### config.mk
export PLATFORM = sky130hd
export DESIGN_NAME = memArbiter_flat
export DESIGN_NICKNAME = d
export VERILOG_FILES = /design/src/hw/lsPkg.sv /design/src/hw/memBusIf.sv /design/src/hw/memArbiter.sv /design/src/flat_wrapper.sv
export SDC_FILE = /design/constraint.sdc
export NUM_CORES = 1
export LEC_CHECK = 0
export BUFFER_PORTS_ARGS = -buffer_cell sky130_fd_sc_hd__buf_2
export CAP_MARGIN = 10
export CORE_AREA = 2 2 94 96
export DETAILED_ROUTE_END_ITERATION = 12
export DIE_AREA = 0 0 96 98
export PLACE_DENSITY_LB_ADDON = 0.08
export SYNTH_ARGS = -nofsm -noshare
export SYNTH_HDL_FRONTEND = slang
export SYNTH_SLANG_ARGS = --single-unit
export TNS_END_PERCENT = 20
### constraint.sdc
create_clock -name gclk -period 0.8 [get_ports gclk]
set_clock_uncertainty 0.1 [all_clocks]
set_input_delay 0.04 -clock gclk [delete_from_list [all_inputs] [get_ports gclk]]
set_output_delay 0.04 -clock gclk [all_outputs]
set_load 0.02 [all_outputs]
### src/hw/lsPkg.sv
`default_nettype none

package lsPkg;

   // datapath widths
   localparam int DataW = 32;
   localparam int BeW = DataW / 8;
   localparam int RegAddrW = 5;

   // default data memory depth in words, as log2
   localparam int MemAddrW = 8;

   // command op
   typedef enum logic [2:0] {
      opResult = 3'd0,
      opLink   = 3'd1,
      opLoad   = 3'd2,
      opStore  = 3'd3,
      opRead   = 3'd4
   } lsOpE;

   // access size
   typedef enum logic [1:0] {
      sizeByte = 2'd0,
      sizeHalf = 2'd1,
      sizeWord = 2'd2
   } lsSizeE;

   // one memory word seen as byte lanes, halfword lanes or whole
   typedef union packed {
      logic [3:0][7:0]  bytes;
      logic [1:0][15:0] halves;
      logic [31:0]      word;
   } laneWordU;

endpackage

`default_nettype wire

### src/hw/memBusIf.sv
`timescale 1ns/1ps
`default_nettype none

interface memBusIf #(
   parameter int MemDepthLog2 = lsPkg::MemAddrW
) ();

   logic                    req;
   logic                    we;
   logic [MemDepthLog2-1:0] addr;
   logic [lsPkg::DataW-1:0] wdata;
   logic [lsPkg::BeW-1:0]   be;
   logic                    gnt;
   logic [lsPkg::DataW-1:0] rdata;
   logic                    rvalid;

   // requesting side
   modport peer (
      output req, we, addr, wdata, be,
      input  gnt, rdata, rvalid
   );

   // granting side
   modport arbiter (
      input  req, we, addr, wdata, be,
      output gnt, rdata, rvalid
   );

endinterface

`default_nettype wire

### src/hw/memArbiter.sv
`timescale 1ns/1ps
`default_nettype none

module memArbiter #(
   parameter int MemDepthLog2 = lsPkg::MemAddrW
) (
   input  wire logic                    gclk,
   input  wire logic                    rstN,

   memBusIf.arbiter                     lsBus,
   memBusIf.arbiter                     hostBus,

   output      logic                    memWe,
   output      logic [MemDepthLog2-1:0] memAddr,
   output      logic [lsPkg::DataW-1:0] memWdata,
   output      logic [lsPkg::BeW-1:0]   memBe,
   input  wire logic [lsPkg::DataW-1:0] memRdata
);

   logic lsGnt;
   logic hostGnt;

   // read response owner, valid one cycle after a granted read
   logic rdPending;
   logic rdOwnerHost;

   // load/store side always wins
   assign lsGnt   = lsBus.req;
   assign hostGnt = hostBus.req && !lsBus.req;

   assign lsBus.gnt   = lsGnt;
   assign hostBus.gnt = hostGnt;

   assign memWe    = (lsGnt && lsBus.we) || (hostGnt && hostBus.we);
   assign memAddr  = lsGnt ? lsBus.addr  : hostBus.addr;
   assign memWdata = lsGnt ? lsBus.wdata : hostBus.wdata;
   assign memBe    = lsGnt ? lsBus.be    : hostBus.be;

   always_ff @(posedge gclk) begin
      if (!rstN) begin
         rdPending   <= 1'b0;
         rdOwnerHost <= 1'b0;
      end else begin
         rdPending   <= (lsGnt && !lsBus.we) || (hostGnt && !hostBus.we);
         rdOwnerHost <= hostGnt;
      end
   end

   // both peers see the same data, only the owner gets rvalid
   assign lsBus.rdata    = memRdata;
   assign hostBus.rdata  = memRdata;
   assign lsBus.rvalid   = rdPending && !rdOwnerHost;
   assign hostBus.rvalid = rdPending && rdOwnerHost;

endmodule

`default_nettype wire

### src/flat_wrapper.sv
// flat-port wrapper written by rule: the top's interface ports become plain ports
module memArbiter_flat 
#(
   parameter int MemDepthLog2 = lsPkg::MemAddrW
)
  (gclk, rstN, memWe, memAddr, memWdata, memBe, memRdata, lsBus_req, lsBus_we, lsBus_addr, lsBus_wdata, lsBus_be, lsBus_gnt, lsBus_rdata, lsBus_rvalid, hostBus_req, hostBus_we, hostBus_addr, hostBus_wdata, hostBus_be, hostBus_gnt, hostBus_rdata, hostBus_rvalid);
  memBusIf #(.MemDepthLog2(MemDepthLog2)) lsBus_i ();
  memBusIf #(.MemDepthLog2(MemDepthLog2)) hostBus_i ();
  input  wire logic gclk;
  input  wire logic rstN;
  output      logic memWe;
  output      logic [MemDepthLog2-1:0] memAddr;
  output      logic [lsPkg::DataW-1:0] memWdata;
  output      logic [lsPkg::BeW-1:0] memBe;
  input  wire logic [lsPkg::DataW-1:0] memRdata;
  input wire logic [$bits(lsBus_i.req)-1:0] lsBus_req;
  input wire logic [$bits(lsBus_i.we)-1:0] lsBus_we;
  input wire logic [$bits(lsBus_i.addr)-1:0] lsBus_addr;
  input wire logic [$bits(lsBus_i.wdata)-1:0] lsBus_wdata;
  input wire logic [$bits(lsBus_i.be)-1:0] lsBus_be;
  output wire logic [$bits(lsBus_i.gnt)-1:0] lsBus_gnt;
  output wire logic [$bits(lsBus_i.rdata)-1:0] lsBus_rdata;
  output wire logic [$bits(lsBus_i.rvalid)-1:0] lsBus_rvalid;
  input wire logic [$bits(hostBus_i.req)-1:0] hostBus_req;
  input wire logic [$bits(hostBus_i.we)-1:0] hostBus_we;
  input wire logic [$bits(hostBus_i.addr)-1:0] hostBus_addr;
  input wire logic [$bits(hostBus_i.wdata)-1:0] hostBus_wdata;
  input wire logic [$bits(hostBus_i.be)-1:0] hostBus_be;
  output wire logic [$bits(hostBus_i.gnt)-1:0] hostBus_gnt;
  output wire logic [$bits(hostBus_i.rdata)-1:0] hostBus_rdata;
  output wire logic [$bits(hostBus_i.rvalid)-1:0] hostBus_rvalid;
  assign lsBus_i.req = lsBus_req;
  assign lsBus_i.we = lsBus_we;
  assign lsBus_i.addr = lsBus_addr;
  assign lsBus_i.wdata = lsBus_wdata;
  assign lsBus_i.be = lsBus_be;
  assign lsBus_gnt = lsBus_i.gnt;
  assign lsBus_rdata = lsBus_i.rdata;
  assign lsBus_rvalid = lsBus_i.rvalid;
  assign hostBus_i.req = hostBus_req;
  assign hostBus_i.we = hostBus_we;
  assign hostBus_i.addr = hostBus_addr;
  assign hostBus_i.wdata = hostBus_wdata;
  assign hostBus_i.be = hostBus_be;
  assign hostBus_gnt = hostBus_i.gnt;
  assign hostBus_rdata = hostBus_i.rdata;
  assign hostBus_rvalid = hostBus_i.rvalid;
  memArbiter #(.MemDepthLog2(MemDepthLog2)) u_core (.gclk(gclk), .rstN(rstN), .lsBus(lsBus_i), .hostBus(hostBus_i), .memWe(memWe), .memAddr(memAddr), .memWdata(memWdata), .memBe(memBe), .memRdata(memRdata));
endmodule
==> flow_summary.yaml <==
outcome:
  status: "finished with violations"
  violations: "hold timing, setup timing"
cells_and_area:
  num_antenna_cells: 0
  regArea_um2: 40.0
  fin_nets: 348
  stdcell_area_um2: 2210
  fin_util_pct: 26.1
  multiInputGateArea_um2: 712
  drive_above_1_share_pct: 89.5
  fillers: 930
  area_delta_synth_final_pct: 78.9
sta:
  period_minus_slack_ns: 0.981
  fin_hold_ws_ns: -0.0318
  rsz0062_at_grt: "yes"
  setup-tns-final_ns: -6.83
  max_freq_mhz: 1020
  max-slew-margin-rel_pct: 71.4
  tightest_slew_ns: 0.428
  hold_viol_final: 35
  min_period_over_period_pct: 123
  setup_ws_ns: -0.181
  setup_violations: 57
  maxSlewViolCount: 0
logic_synthesis:
  yosys.area.top_type: "buf_4"
  synthDominantCellAreaShare_pct: 39.5
  synth_commonest_cells: "65 x buf_4, 28 x mux2_4, 16 x mux2_2, 4 x buf_6"
  synthArstFlopShare_pct: 0
  yosysUniqueCellTypes: 12
  synth.most_common_cell: "buf_4"
  avgSynthCellArea_um2: 9.96
  syn_inst: 124
  synth_edf_count: 0
  synth_nets: 250
  synth.top_cells.by_area: "buf_4 40%, mux2_4 34%, mux2_2 15%"
  ys.flop_type: "dfxtp_1"
  synth_seq_cells: 2
  yosysSeqAreaShare_pct: 3.24
  ys_warn_count: 0
  synth_area_um2: 1230
detailed_routing:
  routed_wl_um: 5180
  routed-via-count: 1180
  antenna_left: 0
  drtPass1Iterations: 4
  vias_per_cell: 3.60
  drc: 0
  drtIter0Drc: 4
  wl_per_cell_um: 15.8
pwr:
  power.total_uw: 2020
  leakage_uw: 0.00128
  powerDensity_nw_per_um2: 915
  max-vdd-ir-drop_mv: 0.343
setup_path:
  cp_max_fo: 2
  cp_top_family: "buffers and inverters"
  worst-path-buf-inv: 1
  crit_required_ns: 0.66
  crit_type: "in -> out"
  endpoint_kind: "output port"
  crit_start: "memRdata[10]"
  crit_arrival_ns: 0.84
  critPathSlowestCell: "dlygate4sd3_1"
  crit_chain: "dlygate4sd3_1"
  critPathMaxStageDelay_ns: 0.80
  crit_path_start_kind: "input pin"
global_routing:
  grt_pass1_vias: 1204
  grt_max_degree: 13
  antenna_found_initial: 0
  track_usage_pct: 9.57
  grt_pass1_wl_um: 6720
  grt_overflow: 0
clock_tree:
  cts.clk_slew.worst_paths_ns: 0.03
  cts_made_buffers: 3
  clock_sinks: 2
  cts_tree: "done"
  cts_buffer_depth: 2
  cts-root-buf: "clkbuf_8"
  htree_levels: 1
worst_hold_path:
  hold_class: "in -> reg"
  min_from: "rstN"
placed_design:
  hpwlAfterDp_um: 4320
  io_buffer_count: 142
  gp_congestion: 0.639
  dpl_cell_area_um2: 1600
floorplan:
  die_h_um: 98
  die-area_um2: 9410
  die-width_um: 96
  start_util_pct: 14.6
  top_level_ports: 239
  rows: 34
  core-area_um2: 8470
run:
  maxCapViolations: 0
## registers in the layout, indices dropped and copies added (netlist names)
signal	cells
u_core.rdPending	1
u_core.rdOwnerHost	1
## worst paths after layout
| kind | cells past startpoint | endpoint | slack, ns |
|---|---|---|---|
| worst max-delay path | 1 | hostBus_rdata[10] | -0.18 |
| worst min-delay path | 2 | u_core.rdOwnerHost | -0.03 |
## repair_timing
action,CTS,global route
endpoints found under the hold margin,65,45
buffers inserted,0,0
gates cloned,3,0
hold buffers,10,5
resized for setup,65,43
setup endpoints to repair,48,68
pin swaps,0,0
## metrics by stage
step           instances  setup WS (ns)
2_1_floorplan        124        -0.0101
3_5_place_dp         307         -0.267
4_1_cts              323         -0.166
5_1_grt              328         -0.199
6_report             328         -0.181
3_3_place_gp         307         -0.277
## cell type report
class	instances	area share, %
well taps	108	6.12
clock buffers	3	1.87
repair buffers	163	57.8
flip-flops and latches	2	1.81
inverters	1	0.170
multi-input cells	51	32.2
## metal layers
metal | routed length [um] | track usage, % | vias to the layer above | share of wire (%)
met5 | 0 | 0 | - | 0
met4 | 29 | 1.98 | 0 | 0.56
met3 | 795 | 4.24 | 7 | 15
met2 | 2880 | 19.3 | 121 | 56
met1 | 1470 | 8.34 | 507 | 28
li1 | - | - | 545 | -
## placed cells by master (no fill, tap or decap), drive strengths merged
cell | synthesis | final
a22o | 1 | 1
dlygate4sd3 | 0 | 5
clkbuf | 0 | 3
buf | 70 | 148
dlymetal6s4s | 0 | 10
dfxtp | 2 | 2
inv | 1 | 1
a32o | 1 | 1
nor2b | 3 | 3
mux2 | 44 | 44
and2 | 2 | 2
## where the power goes
| group | switching [uW] | internal (uW) | total (uW) |
|---|---|---|---|
| sequential | 1.77 | 106 | 108 |
| combinational | 679 | 852 | 1530 |
| clock | 66.6 | 317 | 384 |
| total | 748 | 1270 | 2020 |
## logic make-up after synthesis
kind of cell,after synthesis,share of synthesized area [%]
AOI/OAI and AO/OA,2,1.52
buffers and inverters,71,43.9
DFF,2,3.24
muxes,44,48.6
and+or+nand+nor,5,2.74
Power figures use the tool's default switching activity.
