[src/hw/lsPkg.sv]
`default_nettype none

package lsPkg;

   // datapath widths
   localparam int DataW = 32;
   localparam int BeW = DataW / 8;
   localparam int RegAddrW = 5;

   // default data memory depth in words, as log2
   localparam int MemAddrW = 8;

   // command op
   typedef enum logic [2:0] {
      opResult = 3'd0,
      opLink   = 3'd1,
      opLoad   = 3'd2,
      opStore  = 3'd3,
      opRead   = 3'd4
   } lsOpE;

   // access size
   typedef enum logic [1:0] {
      sizeByte = 2'd0,
      sizeHalf = 2'd1,
      sizeWord = 2'd2
   } lsSizeE;

   // one memory word seen as byte lanes, halfword lanes or whole
   typedef union packed {
      logic [3:0][7:0]  bytes;
      logic [1:0][15:0] halves;
      logic [31:0]      word;
   } laneWordU;

endpackage

`default_nettype wire

[src/hw/memBusIf.sv]
`timescale 1ns/1ps
`default_nettype none

interface memBusIf #(
   parameter int MemDepthLog2 = lsPkg::MemAddrW
) ();

   logic                    req;
   logic                    we;
   logic [MemDepthLog2-1:0] addr;
   logic [lsPkg::DataW-1:0] wdata;
   logic [lsPkg::BeW-1:0]   be;
   logic                    gnt;
   logic [lsPkg::DataW-1:0] rdata;
   logic                    rvalid;

   // requesting side
   modport peer (
      output req, we, addr, wdata, be,
      input  gnt, rdata, rvalid
   );

   // granting side
   modport arbiter (
      input  req, we, addr, wdata, be,
      output gnt, rdata, rvalid
   );

endinterface

`default_nettype wire

[src/hw/hostPort.sv]
`timescale 1ns/1ps
`default_nettype none

module hostPort #(
   parameter int MemDepthLog2 = lsPkg::MemAddrW
) (
   input  wire logic                    gclk,
   input  wire logic                    rstN,

   input  wire logic                    hostStrobe,
   input  wire logic                    hostWe,
   input  wire logic [MemDepthLog2-1:0] hostAddr,
   input  wire logic [lsPkg::DataW-1:0] hostWdata,
   output      logic                    hostValid,
   output      logic [lsPkg::DataW-1:0] hostRdata,

   memBusIf.peer                        memBus
);

   logic                    pending;
   logic                    weQ;
   logic [MemDepthLog2-1:0] addrQ;
   logic [lsPkg::DataW-1:0] wdataQ;

   // host always moves whole words
   assign memBus.req   = pending;
   assign memBus.we    = weQ;
   assign memBus.addr  = addrQ;
   assign memBus.wdata = wdataQ;
   assign memBus.be    = '1;

   always_ff @(posedge gclk) begin
      if (!rstN) begin
         pending   <= 1'b0;
         hostValid <= 1'b0;
      end else begin
         hostValid <= (pending && memBus.gnt && weQ) || memBus.rvalid;
         if (hostStrobe) begin
            pending <= 1'b1;
         end else if (memBus.gnt) begin
            pending <= 1'b0;
         end
      end
   end

   always_ff @(posedge gclk) begin
      if (hostStrobe) begin
         weQ    <= hostWe;
         addrQ  <= hostAddr;
         wdataQ <= hostWdata;
      end
      if (memBus.rvalid) begin
         hostRdata <= memBus.rdata;
      end
   end

endmodule

`default_nettype wire

[src/flat_wrapper.sv]
// flat-port wrapper written by rule: the top's interface ports become plain ports
module hostPort_flat 
#(
   parameter int MemDepthLog2 = lsPkg::MemAddrW
)
  (gclk, rstN, hostStrobe, hostWe, hostAddr, hostWdata, hostValid, hostRdata, memBus_req, memBus_we, memBus_addr, memBus_wdata, memBus_be, memBus_gnt, memBus_rdata, memBus_rvalid);
  memBusIf #(.MemDepthLog2(MemDepthLog2)) memBus_i ();
  input  wire logic gclk;
  input  wire logic rstN;
  input  wire logic hostStrobe;
  input  wire logic hostWe;
  input  wire logic [MemDepthLog2-1:0] hostAddr;
  input  wire logic [lsPkg::DataW-1:0] hostWdata;
  output      logic hostValid;
  output      logic [lsPkg::DataW-1:0] hostRdata;
  output wire logic [$bits(memBus_i.req)-1:0] memBus_req;
  output wire logic [$bits(memBus_i.we)-1:0] memBus_we;
  output wire logic [$bits(memBus_i.addr)-1:0] memBus_addr;
  output wire logic [$bits(memBus_i.wdata)-1:0] memBus_wdata;
  output wire logic [$bits(memBus_i.be)-1:0] memBus_be;
  input wire logic [$bits(memBus_i.gnt)-1:0] memBus_gnt;
  input wire logic [$bits(memBus_i.rdata)-1:0] memBus_rdata;
  input wire logic [$bits(memBus_i.rvalid)-1:0] memBus_rvalid;
  assign memBus_req = memBus_i.req;
  assign memBus_we = memBus_i.we;
  assign memBus_addr = memBus_i.addr;
  assign memBus_wdata = memBus_i.wdata;
  assign memBus_be = memBus_i.be;
  assign memBus_i.gnt = memBus_gnt;
  assign memBus_i.rdata = memBus_rdata;
  assign memBus_i.rvalid = memBus_rvalid;
  hostPort #(.MemDepthLog2(MemDepthLog2)) u_core (.gclk(gclk), .rstN(rstN), .hostStrobe(hostStrobe), .hostWe(hostWe), .hostAddr(hostAddr), .hostWdata(hostWdata), .hostValid(hostValid), .hostRdata(hostRdata), .memBus(memBus_i));
endmodule
[config.mk]
export PLATFORM = sky130hd
export DESIGN_NAME = hostPort_flat
export DESIGN_NICKNAME = d
export VERILOG_FILES = /design/src/hw/lsPkg.sv /design/src/hw/memBusIf.sv /design/src/hw/hostPort.sv /design/src/flat_wrapper.sv
export SDC_FILE = /design/constraint.sdc
export NUM_CORES = 1
export LEC_CHECK = 0
export BUFFER_PORTS_ARGS = -buffer_cell sky130_fd_sc_hd__buf_2
export CELL_PAD_IN_SITES_DETAIL_PLACEMENT = 0
export CELL_PAD_IN_SITES_GLOBAL_PLACEMENT = 2
export CORE_ASPECT_RATIO = 1.75
export CORE_MARGIN = 5
export CORE_UTILIZATION = 26
export CTS_CLUSTER_DIAMETER = 120
export DETAILED_ROUTE_END_ITERATION = 6
export PLACE_DENSITY = 0.89
export SLEW_MARGIN = 40
export SYNTH_ARGS = -nofsm -noshare
export SYNTH_HDL_FRONTEND = slang
export SYNTH_SLANG_ARGS = --single-unit
[constraint.sdc]
create_clock -name gclk -period 0.8 [get_ports gclk]
set_input_delay 0.04 -clock gclk [delete_from_list [all_inputs] [get_ports gclk]]
set_output_delay 0.04 -clock gclk [all_outputs]
set_load 0.05 [all_outputs]
==> flow_summary.ini, run 1 <==
[final_layout]
final_core_util = 0.545
fin_nets = 402
num_antenna_cells = 0
syn2layout_area_growth_pct = 106
fin_area_sq_um = 4720
drive_gt1_frac = 0.514
fill_cells = 672
layout_common_cells = buf_2, dlygate4sd3_1, buf_6, edfxtp_1, clkbuf_16
final_common_cell = buf_2

[timing]
max_freq_ghz = 1.07
hold_ws_ns = 0.0140
fin_crit_ns = 0.933
finalSetupTns_ns = -8.02
hold_viol_final = 0
setup_viol = 76
worst_slack_ns = -0.133
rsz0062_at_grt = yes
slew_violations = 0
period_share = 1.17
skew_ns = 0.00401

[critical_path]
cp-end-kind = primary output
worst_r2r_endpoint = u_core.hostValid
cp_slowest_cell = edfxtp_1
startpoint_type = register
ff2ff_setup_slack_ns = -0.03
cp_slowest_stage_delay_ns = 0.40
cp_max_fo = 2
cp_num_cells = 1
path_class = register to primary output
worstPathArrival_ns = 0.89
critical-path-top-delay-family = flip-flops
cp.required_ns = 0.76
r2r_cells = 3
crit_chain = buf_6
crit_buf_inv = 1
worstReg2RegStart = u_core.memBus.we

[worst_hold_path]
worst_hold_path_type = input port to register
min_from = memBus_gnt
hold_depth = 3
min_to = u_core.hostValid

[floorplanning]
design.core.area_sq_um = 8670
die_area_sq_um = 10900
die_x_um = 81.0
rows = 45
die_h_um = 134
start_util = 0.264
pin_count = 157

[logic_synthesis]
ys_seq_area_frac = 0.974
yosys_register_bits = 75
synthDistinctLibCells = 7
syn_inst = 84
syn_area_sq_um = 2290
synth_warnings = 0
synth.avg_cell_area_sq_um = 27.3

[clocking]
clk_path_buf_depth = 2
cts_buffers = 9
path_clk_slew_ns = 0.05
root_buffer = clkbuf_16
cts_num_sinks = 75
cts_tree = built
h-tree-depth = 3
clock_latency_ns = 0.32

[placed_design]
gp_congestion = 0.690
numPortBuffers = 152
dpl_cell_area_sq_um = 3240

[grt]
grt_pass1_vias = 1935
grt_overflow_total = 0
antenna_found_initial = 0
grt_max_degree = 34
grt_use_total = 0.127
grt_pass1_wl_um = 9870

[pwr]
leakagePower_nw = 1.98
powerDensity_nw_per_um2 = 2240
p_total_mw = 10.6
peakVddDrop_uv = 1440

[routing]
viasPerCell = 3.89
totalWireLength_um = 6730
drt_iter0_markers = 16
dr_total_vias = 1737
wl_per_cell_um = 15.1
antenna_left = 0
drc_errors = 0
drtPass1Iterations = 4

[status]
outcome = finished, violations left
violations = negative setup slack

[run]
maxCapViolations = 0
## logic make-up after synthesis
logic type,synth area share
buf+inv,0.0131
other cells,0.00164
simple gates,0.00546
compound gates,0.00601
flops,0.974
## what timing repair did
| action | in CTS | in global routing |
|---|---|---|
| pin swaps | 0 | 1 |
| hold buffers | 74 | 0 |
| gates resized for setup | 153 | 0 |
| setup buffers | 0 | 1 |
| setup endpoints to repair | 75 | 75 |
| endpoints found under the hold margin | 75 | 0 |
## registers in the layout, indices dropped and copies added (netlist names)
name	flops
u_core.hostRdata	32
u_core.hostValid	1
u_core.memBus.addr	8
u_core.memBus.wdata	32
u_core.memBus.req	1
u_core.memBus.we	1
## layer usage
metal	share of wire	vias to the layer above	track usage
li1	-	806	-
met1	0.28	796	0.104
met2	0.58	119	0.238
met3	0.12	16	0.0632
met4	0.026	0	0.0602
met5	0	-	0
## per-stage QoR
stage,cells,setup WS (ns)
4_1_cts,445,-0.153
2_1_floorplan,87,-0.189
5_1_grt,446,-0.173
3_3_place_gp,355,0.0923
6_report,446,-0.133
3_5_place_dp,355,0.0878
## worst max-delay path by stage
stage / from / end / slack (ns)
finish: u_core.memBus.we / memBus_we / -0.13
global route: u_core.hostRdata[22] / hostRdata[22] / -0.17
CTS: u_core.memBus.addr[6] / memBus_addr[6] / -0.15
detailed placement: u_core.memBus.we / u_core.hostValid / 0.09
global placement: u_core.memBus.we / u_core.hostValid / 0.09
floorplan: u_core.memBus.we / u_core.hostValid / -0.19
## power breakdown
part	switching, mW	internal, mW
registers	0.147	4.67
clock network	1.32	2.06
logic	1.43	0.960
total	2.90	7.69
## synth_stat cells
cell type  number  area, sq um
a31oi_1         1         6.26
buf_4           4         30.0
conb_1          1         3.75
dfxtp_1         2         40.0
edfxtp_1       73         2190
nor2b_1         2         12.5
o21a_1          1         7.51
## area by class of cell
| class | count | area [sq um] | area share |
|---|---|---|---|
| well taps | 117 | 146 | 0.0310 |
| multi-input cells | 8 | 41.3 | 0.00874 |
| repair buffers | 230 | 2050 | 0.433 |
| flip-flops and latches | 75 | 2240 | 0.474 |
| clock inverters | 4 | 17.5 | 0.00371 |
| clock buffers | 12 | 236 | 0.0501 |
No activity file was read; power rests on OpenSTA's default activity.
==> inputs of run 2 (changes only) <==
- SKIP_CTS_REPAIR_TIMING: not set -> 1
==> run 2 against run 1 <==
  * The run still ends with negative setup slack left
  * First-iteration DRC count increased by 56%
  * Routed wire length rose by 1.1%
  * Via count down 0.63%
  * Clock power is essentially flat
  * Utilization shrank 0.13 points
  * Worst hold slack better by 0.0017 ns
  * Final cell count fell by 0.22%
  * Register-to-register slack improved by 0.09 ns
==> flow_summary.ini, run 2 (synthesis results as in run 1) <==
[placed_design]
gp_congestion = 0.690
numPortBuffers = 152
post-place-ws_ns = 0.0878
dp_cells = 355

[grt]
antenna_found_initial = 0
grt_pass1_wl_um = 7620
grt_pass1_vias = 1536
grt_use_total = 0.0978
grt_overflow_total = 0
grt_max_degree = 34

[clocking]
path_clk_slew_ns = 0.05
cts_num_sinks = 75
root_buffer = clkbuf_16
cts_tree = built
clk_path_buf_depth = 2
clock_latency_ns = 0.32
h-tree-depth = 3
cts_buffers = 9

[final_layout]
fin_nets = 401
fin_cells = 445
final_common_cell = buf_2
syn2layout_area_growth_pct = 106
drive_gt1_frac = 0.512
layout_common_cells = buf_2, dlygate4sd3_1, buf_6
fill_cells = 674
num_antenna_cells = 0

[timing]
slew_violations = 0
setup_viol = 75
fin_crit_ns = 0.932
hold_ws_ns = 0.0156
hold_viol_final = 0
max_freq_ghz = 1.07
rsz0062_at_grt = yes
finalSetupTns_ns = -8.05
worst_slack_ns = -0.132
period_share = 1.16
skew_ns = 0.00439

[routing]
dr_wl_met3_um = 784
wl_met2_um = 3970
drc_errors = 0
totalWireLength_um = 6800
wl_per_cell_um = 15.3
wl_met1_um = 1910
drtPass1Iterations = 4
highest_layer = met4
viasPerCell = 3.88
antenna_left = 0
drt_iter0_markers = 25
dr_total_vias = 1726

[critical_path]
cp-end-kind = primary output
startpoint_type = register
path_class = register to primary output
worstPathArrival_ns = 0.89
critical-path-top-delay-family = flip-flops
cp_num_cells = 1
crit_buf_inv = 1
crit_chain = buf_6
r2r_cells = 2
cp_slowest_cell = edfxtp_1
cp.required_ns = 0.76
cp_max_fo = 1
cp_slowest_stage_delay_ns = 0.40

[worst_hold_path]
worst_hold_path_type = input port to register
hold_depth = 3

[pwr]
leakagePower_nw = 1.97
peakVddDrop_uv = 1430
powerDensity_nw_per_um2 = 2250
p_total_mw = 10.6

[floorplanning]
die_h_um = 134
die_area_sq_um = 10900
start_util = 0.264
rows = 45
die_x_um = 81.0
pin_count = 157
design.core.area_sq_um = 8670

[run]
maxCapViolations = 0

[status]
violations = negative setup slack
outcome = finished, violations left
run 2: cell count changes in the layout (fill, tap and decap cells not counted):
| cell | change |
|---|---|
| buf_4 | -1 |
| buf_6 | +1 |
| buf_8 | -1 |
run 2: cell type report:
| class | instances | area (sq um) | area share |
|---|---|---|---|
| well taps | 117 | 146 | 0.0311 |
| clock buffers | 12 | 236 | 0.0502 |
| multi-input cells | 8 | 41.3 | 0.00876 |
| clock inverters | 4 | 17.5 | 0.00372 |
| repair buffers | 229 | 2030 | 0.432 |
| flip-flops and latches | 75 | 2240 | 0.475 |
run 2: final timing paths:
path                               from          endpoint  slack (ns)
setup / recovery  u_core.memBus.addr[6]    memBus_addr[6]       -0.13
hold / removal               memBus_gnt  u_core.hostValid        0.02
setup reg to reg       u_core.memBus.we  u_core.hostValid        0.06
hold reg to reg       u_core.memBus.req  u_core.hostValid        0.55
run 2: where the power goes:
group | total (mW) | switching, mW | internal, mW
clock | 3.39 | 1.32 | 2.06
combinational | 2.38 | 1.43 | 0.953
sequential | 4.81 | 0.147 | 4.67
total | 10.6 | 2.90 | 7.68
run 2: metrics by stage:
stage	area (sq um)	utilization
3_3_place_gp	3240	0.374
5_1_grt	4710	0.544
2_1_floorplan	2310	-
6_report	4710	0.544
4_1_cts	3500	0.403
3_5_place_dp	3240	0.374
run 2: metal layers:
metal  up-vias  GRT usage
met5         -          0
li1        804          -
met4         0     0.0451
met3        13     0.0598
met2       112      0.172
met1       797     0.0852
run 2: worst register-to-register path, stage by stage, from the launching register on:
cell and delay, ns:
edfxtp_1 0.40, a31oi_1 0.19, nor2b_1 0.06
