==> src/hw/lsPkg.sv <==
`default_nettype none

package lsPkg;

   // datapath widths
   localparam int DataW = 32;
   localparam int BeW = DataW / 8;
   localparam int RegAddrW = 5;

   // default data memory depth in words, as log2
   localparam int MemAddrW = 8;

   // command op
   typedef enum logic [2:0] {
      opResult = 3'd0,
      opLink   = 3'd1,
      opLoad   = 3'd2,
      opStore  = 3'd3,
      opRead   = 3'd4
   } lsOpE;

   // access size
   typedef enum logic [1:0] {
      sizeByte = 2'd0,
      sizeHalf = 2'd1,
      sizeWord = 2'd2
   } lsSizeE;

   // one memory word seen as byte lanes, halfword lanes or whole
   typedef union packed {
      logic [3:0][7:0]  bytes;
      logic [1:0][15:0] halves;
      logic [31:0]      word;
   } laneWordU;

endpackage

`default_nettype wire

==> src/hw/memBusIf.sv <==
`timescale 1ns/1ps
`default_nettype none

interface memBusIf #(
   parameter int MemDepthLog2 = lsPkg::MemAddrW
) ();

   logic                    req;
   logic                    we;
   logic [MemDepthLog2-1:0] addr;
   logic [lsPkg::DataW-1:0] wdata;
   logic [lsPkg::BeW-1:0]   be;
   logic                    gnt;
   logic [lsPkg::DataW-1:0] rdata;
   logic                    rvalid;

   // requesting side
   modport peer (
      output req, we, addr, wdata, be,
      input  gnt, rdata, rvalid
   );

   // granting side
   modport arbiter (
      input  req, we, addr, wdata, be,
      output gnt, rdata, rvalid
   );

endinterface

`default_nettype wire

==> src/hw/loadStoreUnit.sv <==
`timescale 1ns/1ps
`default_nettype none

module loadStoreUnit #(
   parameter int MemDepthLog2 = lsPkg::MemAddrW
) (
   input  wire logic                       gclk,
   input  wire logic                       rstN,

   input  wire logic                       cmdStrobe,
   input  wire lsPkg::lsOpE                cmdOp,
   input  wire lsPkg::lsSizeE              cmdSize,
   input  wire logic [lsPkg::RegAddrW-1:0] cmdRd,
   input  wire logic [lsPkg::RegAddrW-1:0] cmdRa,
   input  wire logic [lsPkg::RegAddrW-1:0] cmdRb,
   input  wire logic [MemDepthLog2+1:0]    cmdAddr,
   input  wire logic [lsPkg::DataW-1:0]    cmdResult,
   input  wire logic [lsPkg::DataW-1:2]    cmdPcLink,
   output      logic                       cmdDone,
   output      logic [lsPkg::DataW-1:0]    regA,
   output      logic [lsPkg::DataW-1:0]    regB,

   memBusIf.peer                           memBus
);

   // sequencer state
   logic reqPend;
   logic loadWait;
   logic loadWrite;

   // latched memory command
   logic                       storeQ;
   lsPkg::lsSizeE              sizeQ;
   logic [1:0]                 laneQ;
   logic [MemDepthLog2-1:0]    wordAddrQ;
   logic [lsPkg::RegAddrW-1:0] rdQ;
   logic [lsPkg::DataW-1:0]    loadData;

   logic                       wrEn;
   logic [lsPkg::RegAddrW-1:0] wrAddr;
   logic [lsPkg::DataW-1:0]    wrData;
   logic [lsPkg::DataW-1:0]    rdDataA;
   logic [lsPkg::DataW-1:0]    rdDataB;
   logic [lsPkg::DataW-1:0]    rdDataD;

   lsPkg::laneWordU            loadLane;
   lsPkg::laneWordU            storeLane;
   logic [lsPkg::DataW-1:0]    loadSized;
   logic                       directWr;

   // result and link go straight in at the sampling edge
   assign directWr = cmdStrobe &&
                     (cmdOp == lsPkg::opResult || cmdOp == lsPkg::opLink);

   assign wrEn   = directWr || loadWrite;
   assign wrAddr = loadWrite ? rdQ : cmdRd;

   // write-data select
   always_comb begin
      if (loadWrite) begin
         wrData = loadData;
      end else if (cmdOp == lsPkg::opLink) begin
         wrData = {cmdPcLink, 2'b00};
      end else begin
         wrData = cmdResult;
      end
   end

   regFile uRegFile (
      .gclk    (gclk),
      .rstN    (rstN),
      .wrEn    (wrEn),
      .wrAddr  (wrAddr),
      .wrData  (wrData),
      .rdAddrA (cmdRa),
      .rdAddrB (cmdRb),
      .rdAddrD (rdQ),
      .rdDataA (rdDataA),
      .rdDataB (rdDataB),
      .rdDataD (rdDataD)
   );

   // load sizer, lane picked from the low address bits
   always_comb begin
      loadLane.word = memBus.rdata;
      case (sizeQ)
         lsPkg::sizeByte: loadSized = {24'd0, loadLane.bytes[laneQ]};
         lsPkg::sizeHalf: loadSized = {16'd0, loadLane.halves[laneQ[1]]};
         default:         loadSized = loadLane.word;
      endcase
   end

   // store sizer, replicate and enable the addressed lanes
   always_comb begin
      case (sizeQ)
         lsPkg::sizeByte: begin
            storeLane.bytes = {4{rdDataD[7:0]}};
            memBus.be = 4'b0001 << laneQ;
         end
         lsPkg::sizeHalf: begin
            storeLane.halves = {2{rdDataD[15:0]}};
            memBus.be = laneQ[1] ? 4'b1100 : 4'b0011;
         end
         default: begin
            storeLane.word = rdDataD;
            memBus.be = 4'b1111;
         end
      endcase
   end

   assign memBus.req   = reqPend;
   assign memBus.we    = storeQ;
   assign memBus.addr  = wordAddrQ;
   assign memBus.wdata = storeLane.word;

   always_ff @(posedge gclk) begin
      if (!rstN) begin
         reqPend   <= 1'b0;
         loadWait  <= 1'b0;
         loadWrite <= 1'b0;
         cmdDone   <= 1'b0;
      end else begin
         cmdDone   <= 1'b0;
         loadWrite <= 1'b0;
         if (cmdStrobe) begin
            if (cmdOp == lsPkg::opLoad || cmdOp == lsPkg::opStore) begin
               reqPend <= 1'b1;
            end else begin
               cmdDone <= 1'b1;
            end
         end
         // stores finish at acceptance, loads wait for data
         if (reqPend && memBus.gnt) begin
            reqPend <= 1'b0;
            if (storeQ) begin
               cmdDone <= 1'b1;
            end else begin
               loadWait <= 1'b1;
            end
         end
         if (loadWait && memBus.rvalid) begin
            loadWait  <= 1'b0;
            loadWrite <= 1'b1;
            cmdDone   <= 1'b1;
         end
      end
   end

   always_ff @(posedge gclk) begin
      if (cmdStrobe) begin
         storeQ    <= (cmdOp == lsPkg::opStore);
         sizeQ     <= cmdSize;
         laneQ     <= cmdAddr[1:0];
         wordAddrQ <= cmdAddr[MemDepthLog2+1:2];
         rdQ       <= cmdRd;
      end
      if (cmdStrobe && cmdOp == lsPkg::opRead) begin
         regA <= rdDataA;
         regB <= rdDataB;
      end
      if (loadWait && memBus.rvalid) begin
         loadData <= loadSized;
      end
   end

endmodule

`default_nettype wire

==> src/hw/regFile.sv <==
`timescale 1ns/1ps
`default_nettype none

module regFile (
   input  wire logic                       gclk,
   input  wire logic                       rstN,

   input  wire logic                       wrEn,
   input  wire logic [lsPkg::RegAddrW-1:0] wrAddr,
   input  wire logic [lsPkg::DataW-1:0]    wrData,

   input  wire logic [lsPkg::RegAddrW-1:0] rdAddrA,
   input  wire logic [lsPkg::RegAddrW-1:0] rdAddrB,
   input  wire logic [lsPkg::RegAddrW-1:0] rdAddrD,
   output      logic [lsPkg::DataW-1:0]    rdDataA,
   output      logic [lsPkg::DataW-1:0]    rdDataB,
   output      logic [lsPkg::DataW-1:0]    rdDataD
);

   localparam int NumRegs = 2 ** lsPkg::RegAddrW;

   logic [lsPkg::DataW-1:0] regs [NumRegs];

   // R0 is never a write target
   logic wrLive;

   assign wrLive = wrEn && (wrAddr != '0);

   // one read port, with bypass of the write in flight
   function automatic logic [lsPkg::DataW-1:0] readPort(
      input logic [lsPkg::RegAddrW-1:0] addr
   );
      logic hit;
      hit = wrLive && (addr == wrAddr);
      if (hit) begin
         return wrData;
      end
      return regs[addr];
   endfunction

   // R0 cleared here and never written again
   always_ff @(posedge gclk) begin
      if (!rstN) begin
         regs[0] <= '0;
      end else if (wrLive) begin
         regs[wrAddr] <= wrData;
      end
   end

   // A and B go to the command outputs, D feeds the store sizer
   always_comb begin
      rdDataA = readPort(rdAddrA);
      rdDataB = readPort(rdAddrB);
      rdDataD = readPort(rdAddrD);
   end

endmodule

`default_nettype wire

==> src/flat_wrapper.sv <==
// flat-port wrapper written by rule: the top's interface ports become plain ports
module loadStoreUnit_flat 
#(
   parameter int MemDepthLog2 = lsPkg::MemAddrW
)
  (gclk, rstN, cmdStrobe, cmdOp, cmdSize, cmdRd, cmdRa, cmdRb, cmdAddr, cmdResult, cmdPcLink, cmdDone, regA, regB, memBus_req, memBus_we, memBus_addr, memBus_wdata, memBus_be, memBus_gnt, memBus_rdata, memBus_rvalid);
  memBusIf #(.MemDepthLog2(MemDepthLog2)) memBus_i ();
  input  wire logic gclk;
  input  wire logic rstN;
  input  wire logic cmdStrobe;
  input  wire lsPkg::lsOpE cmdOp;
  input  wire lsPkg::lsSizeE cmdSize;
  input  wire logic [lsPkg::RegAddrW-1:0] cmdRd;
  input  wire logic [lsPkg::RegAddrW-1:0] cmdRa;
  input  wire logic [lsPkg::RegAddrW-1:0] cmdRb;
  input  wire logic [MemDepthLog2+1:0] cmdAddr;
  input  wire logic [lsPkg::DataW-1:0] cmdResult;
  input  wire logic [lsPkg::DataW-1:2] cmdPcLink;
  output      logic cmdDone;
  output      logic [lsPkg::DataW-1:0] regA;
  output      logic [lsPkg::DataW-1:0] regB;
  output wire logic [$bits(memBus_i.req)-1:0] memBus_req;
  output wire logic [$bits(memBus_i.we)-1:0] memBus_we;
  output wire logic [$bits(memBus_i.addr)-1:0] memBus_addr;
  output wire logic [$bits(memBus_i.wdata)-1:0] memBus_wdata;
  output wire logic [$bits(memBus_i.be)-1:0] memBus_be;
  input wire logic [$bits(memBus_i.gnt)-1:0] memBus_gnt;
  input wire logic [$bits(memBus_i.rdata)-1:0] memBus_rdata;
  input wire logic [$bits(memBus_i.rvalid)-1:0] memBus_rvalid;
  assign memBus_req = memBus_i.req;
  assign memBus_we = memBus_i.we;
  assign memBus_addr = memBus_i.addr;
  assign memBus_wdata = memBus_i.wdata;
  assign memBus_be = memBus_i.be;
  assign memBus_i.gnt = memBus_gnt;
  assign memBus_i.rdata = memBus_rdata;
  assign memBus_i.rvalid = memBus_rvalid;
  loadStoreUnit #(.MemDepthLog2(MemDepthLog2)) u_core (.gclk(gclk), .rstN(rstN), .cmdStrobe(cmdStrobe), .cmdOp(cmdOp), .cmdSize(cmdSize), .cmdRd(cmdRd), .cmdRa(cmdRa), .cmdRb(cmdRb), .cmdAddr(cmdAddr), .cmdResult(cmdResult), .cmdPcLink(cmdPcLink), .cmdDone(cmdDone), .regA(regA), .regB(regB), .memBus(memBus_i));
endmodule
==> config.mk <==
export PLATFORM = sky130hd
export DESIGN_NAME = loadStoreUnit_flat
export DESIGN_NICKNAME = d
export VERILOG_FILES = /design/src/hw/lsPkg.sv /design/src/hw/memBusIf.sv /design/src/hw/loadStoreUnit.sv /design/src/hw/regFile.sv /design/src/flat_wrapper.sv
export SDC_FILE = /design/constraint.sdc
export NUM_CORES = 2
export LEC_CHECK = 0
export BUFFER_PORTS_ARGS = -buffer_cell sky130_fd_sc_hd__buf_2
export CAP_MARGIN = 30
export CORE_MARGIN = 5
export CORE_UTILIZATION = 55
export CTS_CLUSTER_DIAMETER = 150
export CTS_CLUSTER_SIZE = 24
export DETAILED_ROUTE_END_ITERATION = 10
export PLACE_DENSITY = 0.75
export SYNTH_ARGS = -nofsm -noshare
export SYNTH_HDL_FRONTEND = slang
export SYNTH_SLANG_ARGS = --single-unit
==> constraint.sdc <==
create_clock -name gclk -period 9.5 [get_ports gclk]
set_input_delay 1.9 -clock gclk [delete_from_list [all_inputs] [get_ports gclk]]
set_output_delay 1.9 -clock gclk [all_outputs]
set_load 0.005 [all_outputs]
==> flow_summary_export.csv <==
group,metric,value,unit
outcome,status,"completed",
floorplan,coreArea,112000,um^2
clock_network,ctsHoldBuffers,0,
clock_network,cts_buffer_depth,3,
route,drt-wirelength-per-cell,41.4,um
timing,min_period_over_period,72.3,%
yosys,ys_seq_elements,1147,
pwr,p_total,9.38,mW
worst_setup_path,crit_family,"compound AO/OA/AOI/OAI gates",
worst_setup_path,critical_path_class,"reg2out",
timing,rsz0062_at_grt,"false",
worst_setup_path,cp.required,7600,ps
timing,fmax,0.146,GHz
global_routing,grt_pass1_vias,38362,
final_layout,nets,3454,
route,drt_first_pass_iters,6,
worst_setup_path,crit_path_start_kind,"register",
clock_network,cts-resized-gates,0,
worst_setup_path,worst-path-buf-inv,2,
yosys,ys.flop_type,"edfxtp_1",
pwr,ir_worst_vdd,0.140,mV
yosys,ys_seq_area_share,55.3,%
final_layout,drive_above_1_share,45.3,%
yosys,ys_types,66,
worst_setup_path,endpoint_kind,"output port",
yosys,netlist.area_leader.share,55.0,%
worst_setup_path,worst_path_max_delay_cell,"a22oi_1",
place,dpl.hpwl,121000,um
clock_network,clkSlewWorstSetupHoldPaths,120,ps
timing,finalHoldViolCount,0,
global_routing,grt-ovfl-total,0,
timing,period_minus_slack,6870,ps
clock_network,post-cts-setup-buffers,0,
clock_network,cts_tree,"built",
worst_setup_path,worst-path-max-fanout,32,
yosys,syn_area_per_cell,19.6,um^2
floorplan,fp.dieW,346,um
yosys,synth.cell_area,62200,um^2
timing,relSlewSlack,15.3,%
global_routing,grt_pass1_wl,283000,um
yosys,syn_inst,3167,
route,ant_nets,0,
min_path,worst_hold_path_type,"reg2reg",
route,wirelength,200000,um
route,drtIter0Drc,5846,
timing,finalMaxSlewViolations,0,
floorplan,start_util,55.3,%
timing,tns,0,ps
route,drc,0,
place,gp_congestion,0.958,
timing,setup_viol,0,
clock_network,numCtsBuffers,53,
global_routing,track_usage,33.0,%
floorplan,die-height,346,um
pwr,p_leak,23.4,nW
route,via_per_inst,7.88,
pwr,power_density,140,nW/um^2
timing,finalClockSkew,47.8,ps
job,maxCapViolCount,0,
route,num_vias,38140,
clock_network,insertion_delay,730,ps
yosys,ys_warn_count,0,
worst_setup_path,crit_chain,"buf_4 > mux4_1 > mux2_2 > a22oi_1 > o211ai_1 > o311ai_1 > o221ai_2 > buf_2",
clock_network,htreeDepth,2,
global_routing,antenna_found_initial,10,
floorplan,rows,123,
yosys,synth_edf_count,1138,
floorplan,die-area,120000,um^2
global_routing,grt_max_degree,115,
floorplan,pin_count,240,
yosys,ys_top_cells_by_area,"edfxtp_1 55%, mux4_2 33%, mux2i_1 1.9%, mux2_2 1.8%, mux4_1 0.76%",
clock_network,cts_root_buf,"clkbuf_16",
timing,worst_pin_slew,1270,ps
worst_setup_path,cp_data_arrival_time,4970,ps
clock_network,cts.sinks,1147,
yosys,synth-async-reset-ratio,0,%
yosys,synth_fp_nets,3296,
final_layout,area_growth,7.69,%
yosys,synth_top_cell_by_area,"edfxtp_1",
worst_setup_path,max_stage_delay,950,ps
place,io_buffers,239,
-- cells by family after synthesis --
| family | Yosys count | synth area share [%] |
|---|---|---|
| DFF | 1147 | 55.3 |
| and+or+nand+nor | 322 | 2.32 |
| buffers and inverters | 304 | 2.51 |
| muxes | 1138 | 37.1 |
| xor gates and xnor gates | 15 | 0.211 |
| AOI/OAI and AO/OA | 241 | 2.57 |
-- power by group --
group	internal, mW	switching [mW]	total [mW]
Clock	1.05	1.55	2.60
Sequential	5.53	0.0426	5.57
Combinational	0.506	0.697	1.20
Total	7.09	2.29	9.38
-- path summary, 6_finish.rpt --
path,startpoint,end,slack (ps),depth (start not counted)
worst max-delay path,register,memBus_wdata[25],2630,8
worst min-delay path,u_core.loadWait,u_core.loadWrite,520,1
worst max register to register,u_core.loadWrite,u_core.uRegFile.regs[17][18],4810,7
worst min register to register,u_core.loadWait,u_core.loadWrite,520,1
-- worst reg2reg max path, delay by kind of cell (launching register included) --
kind / cells / cell delay (ps)
AOI/OAI and AO/OA: 1 / 140
DFF: 1 / 330
muxes: 1 / 440
buffers and inverters: 2 / 1240
and+or+nand+nor: 3 / 2160
-- metal layers --
layer  global-route usage [%]  up-vias  wire length, um
met2                     50.8     3564            92600
met5                        0        -               48
li1                         -    14153                -
met4                     15.5        8            11200
met3                     12.1      611            31400
met1                     42.4    19804            64900
-- cells in the final DEF (no fill, tap or decap), types with 7 or more instances in the layout --
| cell type | instances |
|---|---|
| a22oi_1 | 26 |
| clkbuf_16 | 55 |
| mux4_1 | 18 |
| nand2b_1 | 10 |
| a2bb2oi_1 | 7 |
| mux2i_1 | 120 |
| nor2_4 | 30 |
| o22ai_1 | 14 |
| a21oi_1 | 38 |
| nand2_1 | 111 |
| buf_2 | 231 |
| and2_1 | 22 |
| edfxtp_1 | 1138 |
| mux4_2 | 899 |
| xnor2_1 | 11 |
| nor2b_1 | 7 |
| buf_4 | 126 |
| clkbuf_1 | 10 |
| nor2_1 | 94 |
| o21ai_0 | 89 |
| o221a_2 | 12 |
| nand3_1 | 10 |
| a221oi_1 | 8 |
| inv_1 | 19 |
| mux2_2 | 97 |
| buf_12 | 15 |
-- synthesized netlist by cell type (4+ instances only) --
cell type	instances
dfxtp_1	9
buf_12	4
buf_2	89
nor3_1	6
edfxtp_1	1138
o22ai_1	14
a22oi_1	26
a2bb2oi_1	7
a22o_1	6
a31oi_1	5
a211oi_1	5
xnor2_1	11
buf_1	35
a21oi_1	38
inv_1	20
o21ai_1	6
nand2_1	112
o21ai_0	89
mux2i_1	120
buf_6	13
mux2_4	4
xor2_1	4
mux4_1	18
buf_4	38
and3_1	4
nor2_1	124
o221a_2	12
mux4_2	899
a221oi_1	8
nand3_1	10
nand2b_1	10
clkbuf_1	105
mux2_2	97
nor3b_1	5
nor2b_1	8
and2_1	22
-- registers in the layout, summed over array words and instances, names as in the netlist, named ones only --
| signal | cells |
|---|---|
| u_core.uRegFile.regs | 1024 |
| u_core.loadData | 32 |
| u_core.regA | 32 |
| u_core.regB | 32 |
| u_core.memBus.addr | 8 |
| u_core.rdQ | 5 |
| u_core.laneQ | 2 |
| u_core.sizeQ | 2 |
| u_core.cmdDone | 1 |
| u_core.loadWait | 1 |
| u_core.loadWrite | 1 |
| u_core.memBus.req | 1 |
| u_core.memBus.we | 1 |
-- stage by stage --
| step | area (um^2) | hold WS (ps) | instances | setup WS, ps | util, % |
|---|---|---|---|---|---|
| CTS | 66800 | 523 | 4823 | 2780 | 59.5 |
| floorplan | 62200 | 480 | 3167 | 525 | - |
| global route | 66900 | 542 | 4837 | 2530 | 59.6 |
| global placement | 65100 | 506 | 4740 | 2490 | 57.9 |
| finish | 66900 | 523 | 4841 | 2630 | 59.6 |
| detailed placement | 65400 | 509 | 4756 | 2790 | 58.2 |
-- layout make-up --
cell class / instances / area (um^2)
clock inverter: 2 / 16.3
multi-input combinational: 1716 / 26500
inverter: 20 / 75.1
tap: 1500 / 1880
fill: 7927 / 45400
clock buffer: 65 / 1410
timing repair buffer: 387 / 2670
antenna: 4 / 10.0
sequential: 1147 / 34400
No activity file was read; power rests on OpenSTA's default activity.
